## src/hdl/ppc_types.sv

```systemverilog
// ##########################################################################
// PowerPC integer types
// ##########################################################################

package ppc_types;

    // Operations the integer units execute
    typedef enum logic [2:0] {
        op_add  = 3'd0,
        op_addc = 3'd1,
        op_subf = 3'd2,
        op_and  = 3'd3,
        op_or   = 3'd4,
        op_xor  = 3'd5
    } exec_op_t;

    // CR0 field bit positions, big-endian numbering
    localparam int CR_LT = 0;
    localparam int CR_GT = 1;
    localparam int CR_EQ = 2;
    localparam int CR_SO = 3;

    // XER bits kept by the core
    localparam int XER_SO = 0;
    localparam int XER_OV = 1;
    localparam int XER_CA = 2;

    // Status that travels with each result
    typedef struct packed {
        logic cr0_lt;
        logic cr0_gt;
        logic cr0_eq;
        logic ov;
        logic ca;
        logic cr0_en;
        logic ov_en;
        logic ca_en;
    } cond_exception_t;

endpackage

```

## src/hdl/wb_config.sv

```systemverilog
// ##########################################################################
// Write-back sizing
// ##########################################################################

package wb_config;

    // Execution units sharing the write-back bus
    localparam int NUM_UNITS = 3;

    // Reservation-station tag
    localparam int RS_ID_WIDTH = 5;

    // Register file geometry
    localparam int GPR_ADDR_WIDTH = 5;
    localparam int NUM_GPRS = 32;
    localparam int DATA_WIDTH = 32;

endpackage

```

## src/hdl/gpr_commit.sv

```systemverilog
// ##########################################################################
// GPR, CR0 and XER commit stage
// ##########################################################################

`timescale 1ns/1ps

module gpr_commit (
    input  logic clk,
    input  logic rst,
    input  logic wb_valid,
    output logic wb_ready,
    input  logic [0:wb_config::RS_ID_WIDTH-1] wb_rs_id,
    input  logic [0:wb_config::GPR_ADDR_WIDTH-1] wb_addr,
    input  logic [0:wb_config::DATA_WIDTH-1] wb_result,
    input  ppc_types::cond_exception_t wb_cond,
    output logic completion_valid,
    input  logic completion_ready,
    output logic [0:wb_config::RS_ID_WIDTH-1] completion_rs_id,
    input  logic [0:wb_config::GPR_ADDR_WIDTH-1] read_addr,
    output logic [0:wb_config::DATA_WIDTH-1] read_data,
    output logic [0:3] cr0,
    output logic [0:2] xer
);
    import ppc_types::*;
    import wb_config::*;

    logic [0:DATA_WIDTH-1] gpr [0:NUM_GPRS-1];
    logic [0:2] xer_next;
    logic [0:3] cr0_next;
    logic wb_fire;

    // Accept when the completion slot is empty or being taken
    assign wb_ready = !completion_valid || completion_ready;
    assign wb_fire = wb_valid && wb_ready;

    // Operand read port
    assign read_data = gpr[read_addr];

    always_comb begin
        xer_next = xer;
        if (wb_cond.ov_en) begin
            xer_next[XER_OV] = wb_cond.ov;
            // SO is sticky
            if (wb_cond.ov) begin
                xer_next[XER_SO] = 1'b1;
            end
        end
        if (wb_cond.ca_en) begin
            xer_next[XER_CA] = wb_cond.ca;
        end
        cr0_next = cr0;
        // Record form, SO copied from the updated XER
        if (wb_cond.cr0_en) begin
            cr0_next[CR_LT] = wb_cond.cr0_lt;
            cr0_next[CR_GT] = wb_cond.cr0_gt;
            cr0_next[CR_EQ] = wb_cond.cr0_eq;
            cr0_next[CR_SO] = xer_next[XER_SO];
        end
    end

    always_ff @(posedge clk) begin
        if (rst) begin
            for (int i = 0; i < NUM_GPRS; i++) begin
                gpr[i] <= '0;
            end
            cr0 <= '0;
            xer <= '0;
            completion_valid <= 1'b0;
        end else if (wb_fire) begin
            // Architectural state updates on the accepting edge
            gpr[wb_addr] <= wb_result;
            cr0 <= cr0_next;
            xer <= xer_next;
            completion_valid <= 1'b1;
        end else if (completion_ready) begin
            completion_valid <= 1'b0;
        end
    end

    // Completion tag
    always_ff @(posedge clk) begin
        if (wb_fire) begin
            completion_rs_id <= wb_rs_id;
        end
    end

endmodule

```

## src/hdl/gpr_write_back_arbiter.sv

```systemverilog
// ##########################################################################
// Round-robin write-back arbiter
// ##########################################################################

`timescale 1ns/1ps

module gpr_write_back_arbiter #(
    parameter int ARBITER_DEPTH = wb_config::NUM_UNITS
) (
    input  logic clk,
    input  logic rst,
    input  logic input_valid [0:ARBITER_DEPTH-1],
    output logic input_ready [0:ARBITER_DEPTH-1],
    input  logic [0:wb_config::RS_ID_WIDTH-1] rs_id_in [0:ARBITER_DEPTH-1],
    input  logic [0:wb_config::GPR_ADDR_WIDTH-1] result_reg_addr_in [0:ARBITER_DEPTH-1],
    input  logic [0:wb_config::DATA_WIDTH-1] result_in [0:ARBITER_DEPTH-1],
    input  ppc_types::cond_exception_t cr0_xer_in [0:ARBITER_DEPTH-1],
    output logic output_valid,
    input  logic output_ready,
    output logic [0:wb_config::RS_ID_WIDTH-1] rs_id_out,
    output logic [0:wb_config::GPR_ADDR_WIDTH-1] result_reg_addr_out,
    output logic [0:wb_config::DATA_WIDTH-1] result_out,
    output ppc_types::cond_exception_t cr0_xer_out
);

    logic [0:$clog2(ARBITER_DEPTH)-1] pointer_ff;
    logic [0:$clog2(ARBITER_DEPTH)-1] grant_idx;
    logic [0:$clog2(ARBITER_DEPTH)-1] held_idx_ff;
    logic [0:$clog2(ARBITER_DEPTH)-1] next_ptr;
    logic grant_found;
    logic hold_ff;
    logic out_fire;

    // First valid input at or after the pointer
    always_comb begin : grant_search
        logic [0:$clog2(ARBITER_DEPTH)-1] cand;
        grant_found = 1'b0;
        grant_idx = pointer_ff;
        cand = pointer_ff;
        for (int i = 0; i < ARBITER_DEPTH; i++) begin
            if (!grant_found && input_valid[cand]) begin
                grant_found = 1'b1;
                grant_idx = cand;
            end
            cand = (cand == ARBITER_DEPTH - 1) ? '0 : cand + 1'b1;
        end
        // A stalled grant is kept, a late valid cannot steal the bus
        if (hold_ff) begin
            grant_found = input_valid[held_idx_ff];
            grant_idx = held_idx_ff;
        end
    end

    // Ready goes back to the granted input only
    always_comb begin
        for (int i = 0; i < ARBITER_DEPTH; i++) begin
            input_ready[i] = output_ready && grant_found && (grant_idx == i);
        end
    end

    assign output_valid = grant_found;
    assign rs_id_out = rs_id_in[grant_idx];
    assign result_reg_addr_out = result_reg_addr_in[grant_idx];
    assign result_out = result_in[grant_idx];
    assign cr0_xer_out = cr0_xer_in[grant_idx];

    assign out_fire = output_valid && output_ready;
    assign next_ptr = (grant_idx == ARBITER_DEPTH - 1) ? '0 : grant_idx + 1'b1;

    always_ff @(posedge clk) begin
        if (rst) begin
            pointer_ff <= '0;
            hold_ff <= 1'b0;
        end else begin
            // Pointer moves only on a real transfer
            if (out_fire) begin
                pointer_ff <= next_ptr;
            end
            hold_ff <= output_valid && !output_ready;
        end
    end

    always_ff @(posedge clk) begin
        held_idx_ff <= grant_idx;
    end

endmodule

```

## src/hdl/int_exec_unit.sv

```systemverilog
// ##########################################################################
// Integer execution unit
// ##########################################################################

`timescale 1ns/1ps

module int_exec_unit (
    input  logic clk,
    input  logic rst,
    input  logic issue_valid,
    output logic issue_ready,
    input  ppc_types::exec_op_t op,
    input  logic [0:wb_config::DATA_WIDTH-1] operand_a,
    input  logic [0:wb_config::DATA_WIDTH-1] operand_b,
    input  logic rc,
    input  logic oe,
    input  logic [0:wb_config::RS_ID_WIDTH-1] rs_id_in,
    input  logic [0:wb_config::GPR_ADDR_WIDTH-1] dest_addr_in,
    output logic result_valid,
    input  logic result_ready,
    output logic [0:wb_config::RS_ID_WIDTH-1] rs_id_out,
    output logic [0:wb_config::GPR_ADDR_WIDTH-1] dest_addr_out,
    output logic [0:wb_config::DATA_WIDTH-1] result_out,
    output ppc_types::cond_exception_t cond_out
);
    import ppc_types::*;
    import wb_config::*;

    // Adder operands, bit 0 catches the carry out
    logic [0:DATA_WIDTH] add_lhs;
    logic [0:DATA_WIDTH] add_rhs;
    logic [0:DATA_WIDTH] add_sum;
    logic add_cin;
    logic [0:DATA_WIDTH-1] alu_result;
    cond_exception_t alu_cond;
    logic issue_fire;

    // Slot free, or draining this cycle
    assign issue_ready = !result_valid || result_ready;
    assign issue_fire = issue_valid && issue_ready;

    // subf is b + ~a + 1
    always_comb begin
        if (op == op_subf) begin
            add_lhs = {1'b0, ~operand_a};
            add_cin = 1'b1;
        end else begin
            add_lhs = {1'b0, operand_a};
            add_cin = 1'b0;
        end
    end

    assign add_rhs = {1'b0, operand_b};
    assign add_sum = add_lhs + add_rhs + {{DATA_WIDTH{1'b0}}, add_cin};

    always_comb begin
        alu_cond = '0;
        case (op)
            op_and:  alu_result = operand_a & operand_b;
            op_or:   alu_result = operand_a | operand_b;
            op_xor:  alu_result = operand_a ^ operand_b;
            default: alu_result = add_sum[1:DATA_WIDTH];
        endcase
        // Arithmetic forms only
        if (op == op_add || op == op_addc || op == op_subf) begin
            // Same input signs but the sum flips sign
            alu_cond.ov = (add_lhs[1] == add_rhs[1]) && (alu_result[0] != add_lhs[1]);
            alu_cond.ca = add_sum[0];
        end
        // Signed compare against zero
        alu_cond.cr0_lt = alu_result[0];
        alu_cond.cr0_eq = (alu_result == '0);
        alu_cond.cr0_gt = !alu_result[0] && (alu_result != '0);
        alu_cond.cr0_en = rc;
        alu_cond.ov_en = oe;
        alu_cond.ca_en = (op == op_addc) || (op == op_subf);
    end

    always_ff @(posedge clk) begin
        if (rst) begin
            result_valid <= 1'b0;
        end else if (issue_fire) begin
            result_valid <= 1'b1;
        end else if (result_ready) begin
            result_valid <= 1'b0;
        end
    end

    // Result slot payload
    always_ff @(posedge clk) begin
        if (issue_fire) begin
            rs_id_out <= rs_id_in;
            dest_addr_out <= dest_addr_in;
            result_out <= alu_result;
            cond_out <= alu_cond;
        end
    end

endmodule

```

## src/hdl/ppc_wb_top.sv

```systemverilog
// ##########################################################################
// Write-back path top level
// ##########################################################################

`timescale 1ns/1ps

module ppc_wb_top (
    input  logic clk,
    input  logic rst,
    // Unit 0 issue
    input  logic issue_valid_u0,
    output logic issue_ready_u0,
    input  ppc_types::exec_op_t op_u0,
    input  logic [0:wb_config::DATA_WIDTH-1] operand_a_u0,
    input  logic [0:wb_config::DATA_WIDTH-1] operand_b_u0,
    input  logic rc_u0,
    input  logic oe_u0,
    input  logic [0:wb_config::RS_ID_WIDTH-1] rs_id_u0,
    input  logic [0:wb_config::GPR_ADDR_WIDTH-1] dest_addr_u0,
    // Unit 1 issue
    input  logic issue_valid_u1,
    output logic issue_ready_u1,
    input  ppc_types::exec_op_t op_u1,
    input  logic [0:wb_config::DATA_WIDTH-1] operand_a_u1,
    input  logic [0:wb_config::DATA_WIDTH-1] operand_b_u1,
    input  logic rc_u1,
    input  logic oe_u1,
    input  logic [0:wb_config::RS_ID_WIDTH-1] rs_id_u1,
    input  logic [0:wb_config::GPR_ADDR_WIDTH-1] dest_addr_u1,
    // Unit 2 issue
    input  logic issue_valid_u2,
    output logic issue_ready_u2,
    input  ppc_types::exec_op_t op_u2,
    input  logic [0:wb_config::DATA_WIDTH-1] operand_a_u2,
    input  logic [0:wb_config::DATA_WIDTH-1] operand_b_u2,
    input  logic rc_u2,
    input  logic oe_u2,
    input  logic [0:wb_config::RS_ID_WIDTH-1] rs_id_u2,
    input  logic [0:wb_config::GPR_ADDR_WIDTH-1] dest_addr_u2,
    // Completion and architectural state
    output logic completion_valid,
    input  logic completion_ready,
    output logic [0:wb_config::RS_ID_WIDTH-1] completion_rs_id,
    input  logic [0:wb_config::GPR_ADDR_WIDTH-1] read_addr,
    output logic [0:wb_config::DATA_WIDTH-1] read_data,
    output logic [0:3] cr0,
    output logic [0:2] xer
);
    import ppc_types::*;
    import wb_config::*;

    // Unit result ports gathered for the arbiter
    logic unit_valid [0:NUM_UNITS-1];
    logic unit_ready [0:NUM_UNITS-1];
    logic [0:RS_ID_WIDTH-1] unit_rs_id [0:NUM_UNITS-1];
    logic [0:GPR_ADDR_WIDTH-1] unit_addr [0:NUM_UNITS-1];
    logic [0:DATA_WIDTH-1] unit_result [0:NUM_UNITS-1];
    cond_exception_t unit_cond [0:NUM_UNITS-1];

    // Shared write-back bus
    logic wb_valid;
    logic wb_ready;
    logic [0:RS_ID_WIDTH-1] wb_rs_id;
    logic [0:GPR_ADDR_WIDTH-1] wb_addr;
    logic [0:DATA_WIDTH-1] wb_result;
    cond_exception_t wb_cond;

    int_exec_unit u_unit0 (
        .clk(clk), .rst(rst),
        .issue_valid(issue_valid_u0), .issue_ready(issue_ready_u0), .op(op_u0),
        .operand_a(operand_a_u0), .operand_b(operand_b_u0), .rc(rc_u0), .oe(oe_u0),
        .rs_id_in(rs_id_u0), .dest_addr_in(dest_addr_u0),
        .result_valid(unit_valid[0]), .result_ready(unit_ready[0]),
        .rs_id_out(unit_rs_id[0]), .dest_addr_out(unit_addr[0]),
        .result_out(unit_result[0]), .cond_out(unit_cond[0])
    );

    int_exec_unit u_unit1 (
        .clk(clk), .rst(rst),
        .issue_valid(issue_valid_u1), .issue_ready(issue_ready_u1), .op(op_u1),
        .operand_a(operand_a_u1), .operand_b(operand_b_u1), .rc(rc_u1), .oe(oe_u1),
        .rs_id_in(rs_id_u1), .dest_addr_in(dest_addr_u1),
        .result_valid(unit_valid[1]), .result_ready(unit_ready[1]),
        .rs_id_out(unit_rs_id[1]), .dest_addr_out(unit_addr[1]),
        .result_out(unit_result[1]), .cond_out(unit_cond[1])
    );

    int_exec_unit u_unit2 (
        .clk(clk), .rst(rst),
        .issue_valid(issue_valid_u2), .issue_ready(issue_ready_u2), .op(op_u2),
        .operand_a(operand_a_u2), .operand_b(operand_b_u2), .rc(rc_u2), .oe(oe_u2),
        .rs_id_in(rs_id_u2), .dest_addr_in(dest_addr_u2),
        .result_valid(unit_valid[2]), .result_ready(unit_ready[2]),
        .rs_id_out(unit_rs_id[2]), .dest_addr_out(unit_addr[2]),
        .result_out(unit_result[2]), .cond_out(unit_cond[2])
    );

    gpr_write_back_arbiter #(
        .ARBITER_DEPTH(NUM_UNITS)
    ) u_arbiter (
        .clk(clk), .rst(rst),
        .input_valid(unit_valid), .input_ready(unit_ready),
        .rs_id_in(unit_rs_id), .result_reg_addr_in(unit_addr),
        .result_in(unit_result), .cr0_xer_in(unit_cond),
        .output_valid(wb_valid), .output_ready(wb_ready),
        .rs_id_out(wb_rs_id), .result_reg_addr_out(wb_addr),
        .result_out(wb_result), .cr0_xer_out(wb_cond)
    );

    gpr_commit u_commit (
        .clk(clk), .rst(rst),
        .wb_valid(wb_valid), .wb_ready(wb_ready), .wb_rs_id(wb_rs_id),
        .wb_addr(wb_addr), .wb_result(wb_result), .wb_cond(wb_cond),
        .completion_valid(completion_valid), .completion_ready(completion_ready),
        .completion_rs_id(completion_rs_id),
        .read_addr(read_addr), .read_data(read_data), .cr0(cr0), .xer(xer)
    );

endmodule

```

## config.mk

```make
export PLATFORM = sky130hd
export DESIGN_NAME = ppc_wb_top
export DESIGN_NICKNAME = d
export VERILOG_FILES = /design/src/hdl/ppc_types.sv /design/src/hdl/wb_config.sv /design/src/hdl/gpr_commit.sv /design/src/hdl/gpr_write_back_arbiter.sv /design/src/hdl/int_exec_unit.sv /design/src/hdl/ppc_wb_top.sv
export SDC_FILE = /design/constraint.sdc
export NUM_CORES = 2
export LEC_CHECK = 0
export BUFFER_PORTS_ARGS = -buffer_cell sky130_fd_sc_hd__buf_4
export CAP_MARGIN = 20
export CORE_MARGIN = 1.5
export CORE_UTILIZATION = 49
export CTS_CLUSTER_DIAMETER = 40
export CTS_CLUSTER_SIZE = 30
export DETAILED_ROUTE_END_ITERATION = 16
export GPL_ROUTABILITY_DRIVEN = 0
export MAX_ROUTING_LAYER = met4
export PLACE_DENSITY = 0.68
export SLEW_MARGIN = 10
export SYNTH_ARGS = -nofsm -noshare
export SYNTH_HDL_FRONTEND = slang
export SYNTH_SLANG_ARGS = --single-unit
export TNS_END_PERCENT = 1
```

## constraint.sdc

```tcl
create_clock -name clk -period 13.62 [get_ports clk]
set_input_delay 3.405 -clock clk [delete_from_list [all_inputs] [get_ports clk]]
set_output_delay 3.405 -clock clk [all_outputs]
set_load 0.1 [all_outputs]
```

Yosys cells after proc, flatten, opt, wreduce, memory -nomap -nowiden
Memories as Yosys holds them, arrays and structs flattened.
Cells that the tools add are included.
{"block": "totals", "ff_bits": 171, "ram_bits": 1024, "in_bits": 248, "out_inout_bits": 48, "memories": 1}
{"block": "classes", "n_addsub": 9, "n_lt_le_gt_ge": 5, "eq_ne": 25, "muxes": 61, "bitwise_logic": 17, "reduce_logical": 57}
{"name": "u_commit.gpr", "depth": 32, "width": 32, "read_ports": 1, "rd_ports_with_merged_regs": 0, "write_ports": 32, "line_no": "gpr_commit.sv:27", "source": "logic [0:DATA_WIDTH-1] gpr [0:NUM_GPRS-1];"}
{"operator": "one-hot mux 32 bit (3 select lines)", "n": 3}
{"operator": "two-way mux 32 bit", "n": 6}
{"operator": "adder 32 x 32 -> 33 bit", "n": 3}
{"operator": "adder 33 x 1 -> 33 bit", "n": 3}
{"operator": "bitwise AND 32 bit", "n": 3}
{"operator": "zero test 32 bit", "n": 3}
{"operator": "inverter 32 bit", "n": 3}
{"operator": "bitwise OR 32 bit", "n": 3}
{"operator": "nonzero test 32 bit", "n": 3}
{"operator": "XOR 32 bit", "n": 3}
{"operator": "binary-select mux 32 bit (select 2 bit)", "n": 1}
{"operator": "OR reduction 32 bit", "n": 1}
{"operator": "two-way mux 1 bit", "n": 30}
{"operator": "two-way mux 5 bit", "n": 5}
{"operator": "binary-select mux 5 bit (select 2 bit)", "n": 2}
{"operator": "== test 3 x 2 -> 1 bit, second input constant", "n": 6}
{"operator": "== test 3 bit, second input constant", "n": 6}
{"operator": "binary-select mux 8 bit (select 2 bit)", "n": 1}
{"operator": "logical AND 1 bit", "n": 16}
{"operator": "two-way mux 8 bit", "n": 2}
{"operator": ">= comparator 3 bit, second input constant", "n": 5}
{"operator": "inverter 2 -> 3 bit", "n": 5}
{"operator": "two-way mux 2 bit", "n": 7}
{"operator": "logical OR 1 bit", "n": 13}
{"operator": "other kinds (12)", "n": 41}

Depth between registers and ports, before layout
{"block": "depth", "word_depth": 18, "ltp_mapped": 19, "mapped_depth_nobuf": 14}

By module
A second synthesis with hierarchy kept.
{"block": "unflattened", "hier_cells": 5836, "area_unflattened_um2": 67379.6}
{"mod": "gpr_commit", "instances": 1, "cells_per_inst": 3522, "area_per_inst_um2": 47563.1, "seq_area_each_um2": 31059.8}
{"mod": "int_exec_unit", "instances": 3, "cells_per_inst": 715, "area_per_inst_um2": 6162.2, "seq_area_each_um2": 1491.4}
{"mod": "gpr_write_back_arbiter", "instances": 1, "cells_per_inst": 169, "area_per_inst_um2": 1330.0, "seq_area_each_um2": 100.1}

Least setup slack after synthesis
No wires, ideal clock.
{"block": "synth_timing", "path_kind": "input to output", "startpoint": "input port completion_ready", "endpoint": "output port issue_ready_u2", "t_arrival_ns": 6.269, "required_ns": 10.215, "setup_slack_ns": 3.946, "cell_stages": 4, "path_buffers": 1, "path_cell_list": "nand2b_1 nand2b_1 clkbuf_1 o31ai_1"}
{"block": "synth_via", "elab_chain_cells": 4}
{"element": "start: declaration", "line_no": "ppc_wb_top.sv:42", "source": "input logic completion_ready,"}
{"element": "logical OR 1 bit", "line_no": "gpr_commit.sv:33", "source": "assign wb_ready = !completion_valid || completion_ready;"}
{"element": "logical AND 1 bit (2 in series)", "line_no": "gpr_write_back_arbiter.sv:57", "source": "input_ready[i] = output_ready && grant_found && (grant_idx == i);"}
{"element": "logical OR 1 bit", "line_no": "int_exec_unit.sv:39", "source": "assign issue_ready = !result_valid || result_ready;"}
{"element": "end: declaration", "line_no": "ppc_wb_top.sv:32", "source": "output logic issue_ready_u2,"}
No other way between the ends.

Final worst setup path
{"block": "layout_timing", "startpoint": "input port read_addr[3] (netlist name)", "endpoint": "output port read_data[3] (netlist name)"}
{"block": "layout_via", "elab_chain_cells": 1}
{"element": "start: declaration", "line_no": "ppc_wb_top.sv:44", "source": "input logic [0:wb_config::GPR_ADDR_WIDTH-1] read_addr,"}
{"element": "memory (32 x 32 bit)"}
{"element": "end: declaration", "line_no": "ppc_wb_top.sv:45", "source": "output logic [0:wb_config::DATA_WIDTH-1] read_data,"}
No other way between the ends.

==> flow_summary.yaml <==
placed_design:
  dpl_cell_area_sq_um: 66420
  dp_slack_ns: 3.603
  hpwl_um: 118500
  numPortBuffers: 295
setup_path:
  timing.rr.start: "u_arbiter.pointer_ff[1]$_SDFFE_PP0P_"
  r2r_end: "u_commit.gpr[26][27]$_SDFFCE_PN0P_"
  crit_path_start_kind: "input pin"
  cp_cell_sequence: "buf_8 > buf_4 > mux4_2 > mux4_2 > mux2_2 > buf_4"
  slowest_stage: "buf_4"
  r2r_cells: 13
  cp-end-kind: "primary output"
  worst_ep_required_time_ns: 10.22
  ff2ff_setup_slack_ns: 8.25
  crit_path_max_fanout: 99
  worst_ep_arrival_time_ns: 6.56
  slowest_delay_ns: 0.90
  crit_type: "in -> out"
sta:
  max_freq_mhz: 100.3
  min_period_ns: 9.966
  worst_slack_ns: 3.654
  setup_tns_ns: 0
  tightest_slew_ns: 1.216
  hold_viol: 0
  finalCritPeriodShare: 0.7317
  slew_headroom: 0.1792
  grt_setup_unrepaired: "no"
  clock_skew_ns: 0.05970
  setup_viol_count_final: 0
  drv_slew: 0
power_and_ir_drop:
  power_switching_mw: 3.218
  pwr-share-clk: 0.350
  netSwitchingFraction: 0.3202
  power.internal_mw: 6.830
  p_per_area_nw_per_um2: 142.1
  power.leakage_nw: 26.61
  peakVddDrop_mv: 0.1118
  p_comb_frac: 0.214
  power_frac_seq: 0.436
finish:
  drive_above_1_share: 0.2015
  nNetsFinal: 5626
  area_delta_synth_final_pct: 13.13
  n_antenna_cell: 0
  design_area_sq_um: 70730
  fillers: 10010
global_routing:
  grt_max_degree: 100
  grt-ovfl-total: 0
  first_global_vias: 42940
  grt_first_pass_wirelength_um: 290600
  gr-usage-all-layers: 0.3170
  grt_antenna_before_repair: 0
drt:
  dr_total_vias: 44020
  viasPerCell: 6.435
  dr.pass1.iters: 8
  drt-initial-drc-count: 6508
  drcViolationCount: 0
  post_drt_wl_per_cell_um: 29.49
  drt-total-wl_um: 201700
  ant_nets: 0
floorplanning:
  fp.dieH_um: 360.2
  initial_utilization: 0.4959
  core-area_sq_um: 126100
  die-width_um: 360.2
  io_pins: 296
  die-area_sq_um: 129700
  core.rowCount: 130
worst_hold_path:
  hp-class: "reg -> reg"
  whs_path_depth: 2
  hp-start: "u_commit.xer[1]$_SDFFE_PP0P_"
  worstHoldEndpoint: "u_commit.xer[1]$_SDFFE_PP0P_"
synthesis:
  synth_seq_cells: 1192
  synth_edf_count: 1176
  syn-num-nets: 5491
  syn_inst: 4948
  yosysUniqueCellTypes: 92
  synth_area_sq_um: 62520
  synth_ff_type: "edfxtp_1"
  ys.warnings.count: 0
  syn_area_per_cell_sq_um: 12.63
  async_flop_share: 0
  synth_seq_area_share: 0.5700
clock_tree:
  cts_tree: "yes"
  cts_buffers: 120
  clkSlewWorstSetupHoldPaths_ns: 0.07
  clockRootBuffer: "clkbuf_16"
  cts-resized-gates: 0
  htree_levels: 3
  clkLatencyLatePin_ns: 0.78
  cts_sinks: 1192
  post-cts-setup-buffers: 0
  cts_hold_buffers: 0
  cts.path.max_buffers: 3
outcome:
  outcome: "finished, final reports clean"
run:
  maxCapViolations: 0
## per-layer routing
layer	up-vias	wire, um	GRT usage
met4	0	9656	0.1317
met1	21790	71990	0.3966
li1	18560	-	-
met2	3088	96340	0.5052
met5	-	0	-
met3	579	23750	0.06360
## metrics by stage
step / hold slack (ns) / instances / power, mW / util
after floorplan: 0.5047 / 4948 / 5.814 / -
after global placement: 0.4779 / 6610 / 6.531 / 0.5268
after detailed placement: 0.4887 / 6611 / 6.562 / 0.5269
after CTS: 0.4980 / 6841 / 10.02 / 0.5611
after global routing: 0.5225 / 6841 / 10.33 / 0.5611
final: 0.5007 / 6841 / 10.05 / 0.5611
## cell usage after synthesis, types with 13 or more instances
| cell type | number | share of area |
|---|---|---|
| a222oi_1 | 53 | 0.0085 |
| o21a_1 | 17 | 0.0020 |
| a21o_1 | 36 | 0.0043 |
| xnor2_1 | 129 | 0.018 |
| o21ai_0 | 101 | 0.0081 |
| nand2_1 | 166 | 0.010 |
| a22oi_1 | 30 | 0.0036 |
| o221ai_1 | 16 | 0.0022 |
| nor2b_1 | 16 | 0.0016 |
| nand4_1 | 37 | 0.0037 |
| and3_1 | 18 | 0.0018 |
| nor2_1 | 1151 | 0.069 |
| mux2_2 | 33 | 0.0059 |
| xor2_1 | 23 | 0.0032 |
| dfxtp_1 | 16 | 0.0051 |
| edfxtp_1 | 1176 | 0.56 |
| o211ai_1 | 13 | 0.0016 |
| o22ai_1 | 54 | 0.0054 |
| nand3_1 | 27 | 0.0022 |
| clkbuf_1 | 338 | 0.020 |
| nand2b_1 | 56 | 0.0056 |
| a211oi_1 | 27 | 0.0032 |
| and2_1 | 13 | 0.0013 |
| nor3_1 | 35 | 0.0028 |
| a21oi_1 | 144 | 0.012 |
| mux4_2 | 320 | 0.12 |
| inv_1 | 259 | 0.016 |
| nor4_1 | 17 | 0.0017 |
| mux2i_1 | 25 | 0.0040 |
| buf_1 | 47 | 0.0028 |
| ha_1 | 292 | 0.058 |
| a22o_1 | 33 | 0.0046 |
| o21bai_1 | 15 | 0.0018 |
## kinds of logic (layout without fill, tap and decap cells)
group / Yosys count / count (layout) / share of synthesized area
simple gates: 1609 / 1609 / 0.1096
flops: 1192 / 1192 / 0.5700
compound gates: 669 / 669 / 0.07505
buf+inv: 653 / 896 / 0.03945
mux: 378 / 378 / 0.1252
fa+ha+maj: 295 / 295 / 0.05940
xor+xnor: 152 / 152 / 0.02129
## layout make-up
cell class	count	area [sq um]	share of cell area
clock buffers	127	3082	0.04357
clock inverters	103	1227	0.01735
inverters	260	975.9	0.01380
multi-input cells	3103	24650	0.3486
flip-flops and latches	1192	35630	0.5038
well taps	1650	2064	0.02919
repair buffers	406	3092	0.04371
## flip-flops by register name (all words and copies together), names as in the netlist
name                       count
u_commit.gpr                1024
u_unit0.result_out            31
u_unit1.result_out            31
u_unit2.result_out            31
u_unit0.cond_out               8
u_unit1.cond_out               8
u_unit2.cond_out               8
u_commit.completion_rs_id      5
u_unit0.dest_addr_out          5
u_unit0.rs_id_out              5
u_unit1.dest_addr_out          5
u_unit1.rs_id_out              5
u_unit2.dest_addr_out          5
u_unit2.rs_id_out              5
u_commit.cr0                   4
u_commit.xer                   3
u_arbiter.held_idx_ff          2
u_arbiter.pointer_ff           2
u_arbiter.hold_ff              1
u_commit.completion_valid      1
u_unit0.result_valid           1
u_unit1.result_valid           1
u_unit2.result_valid           1
## critical path: cells and delay by family
| kind | cells | cell delay [ns] |
|---|---|---|
| buffers and inverters | 3 | 1.69 |
| multiplexers | 3 | 1.29 |
## power by group through the flow
stage	clock (mW)	sequential [mW]	combinational, mW
CTS	3.53	4.38	2.11
floorplan	0	4.47	1.34
finish	3.51	4.38	2.15
global route	3.67	4.40	2.26
global placement	0	4.46	2.08
detailed placement	0	4.46	2.10
## layout by cell type (no fill, tap or decap), types with 21 or more instances in the layout
master / netlist / routed
a22oi_1: 30 / 30
a211oi_1: 27 / 27
nand4_1: 37 / 37
nand2_1: 166 / 166
a22o_1: 33 / 33
a222oi_1: 53 / 53
a21oi_1: 144 / 142
ha_1: 292 / 292
xnor2_1: 129 / 129
xor2_1: 23 / 23
clkbuf_16: 0 / 122
mux2i_1: 25 / 25
nor3_1: 35 / 34
o21ai_0: 101 / 101
nand2b_1: 56 / 24
inv_6: 0 / 21
nand3_1: 27 / 27
inv_1: 259 / 259
nor2_1: 1151 / 1150
edfxtp_1: 1176 / 1176
a21o_1: 36 / 36
buf_4: 2 / 401
mux4_2: 320 / 320
mux2_2: 33 / 33
o22ai_1: 54 / 54
## worst max path at each step
stage / start / endpoint / slack (ns) / cells after the start
finish: read_addr[3] / read_data[3] / 3.65 / 6
global route: read_addr[4] / read_data[10] / 3.46 / 6
global placement: read_addr[4] / read_data[10] / 3.66 / 6
floorplan: completion_ready / issue_ready_u2 / 3.95 / 4
CTS: read_addr[4] / read_data[10] / 3.59 / 6
detailed placement: read_addr[4] / read_data[10] / 3.60 / 6
(Power assumes the default switching activity.)
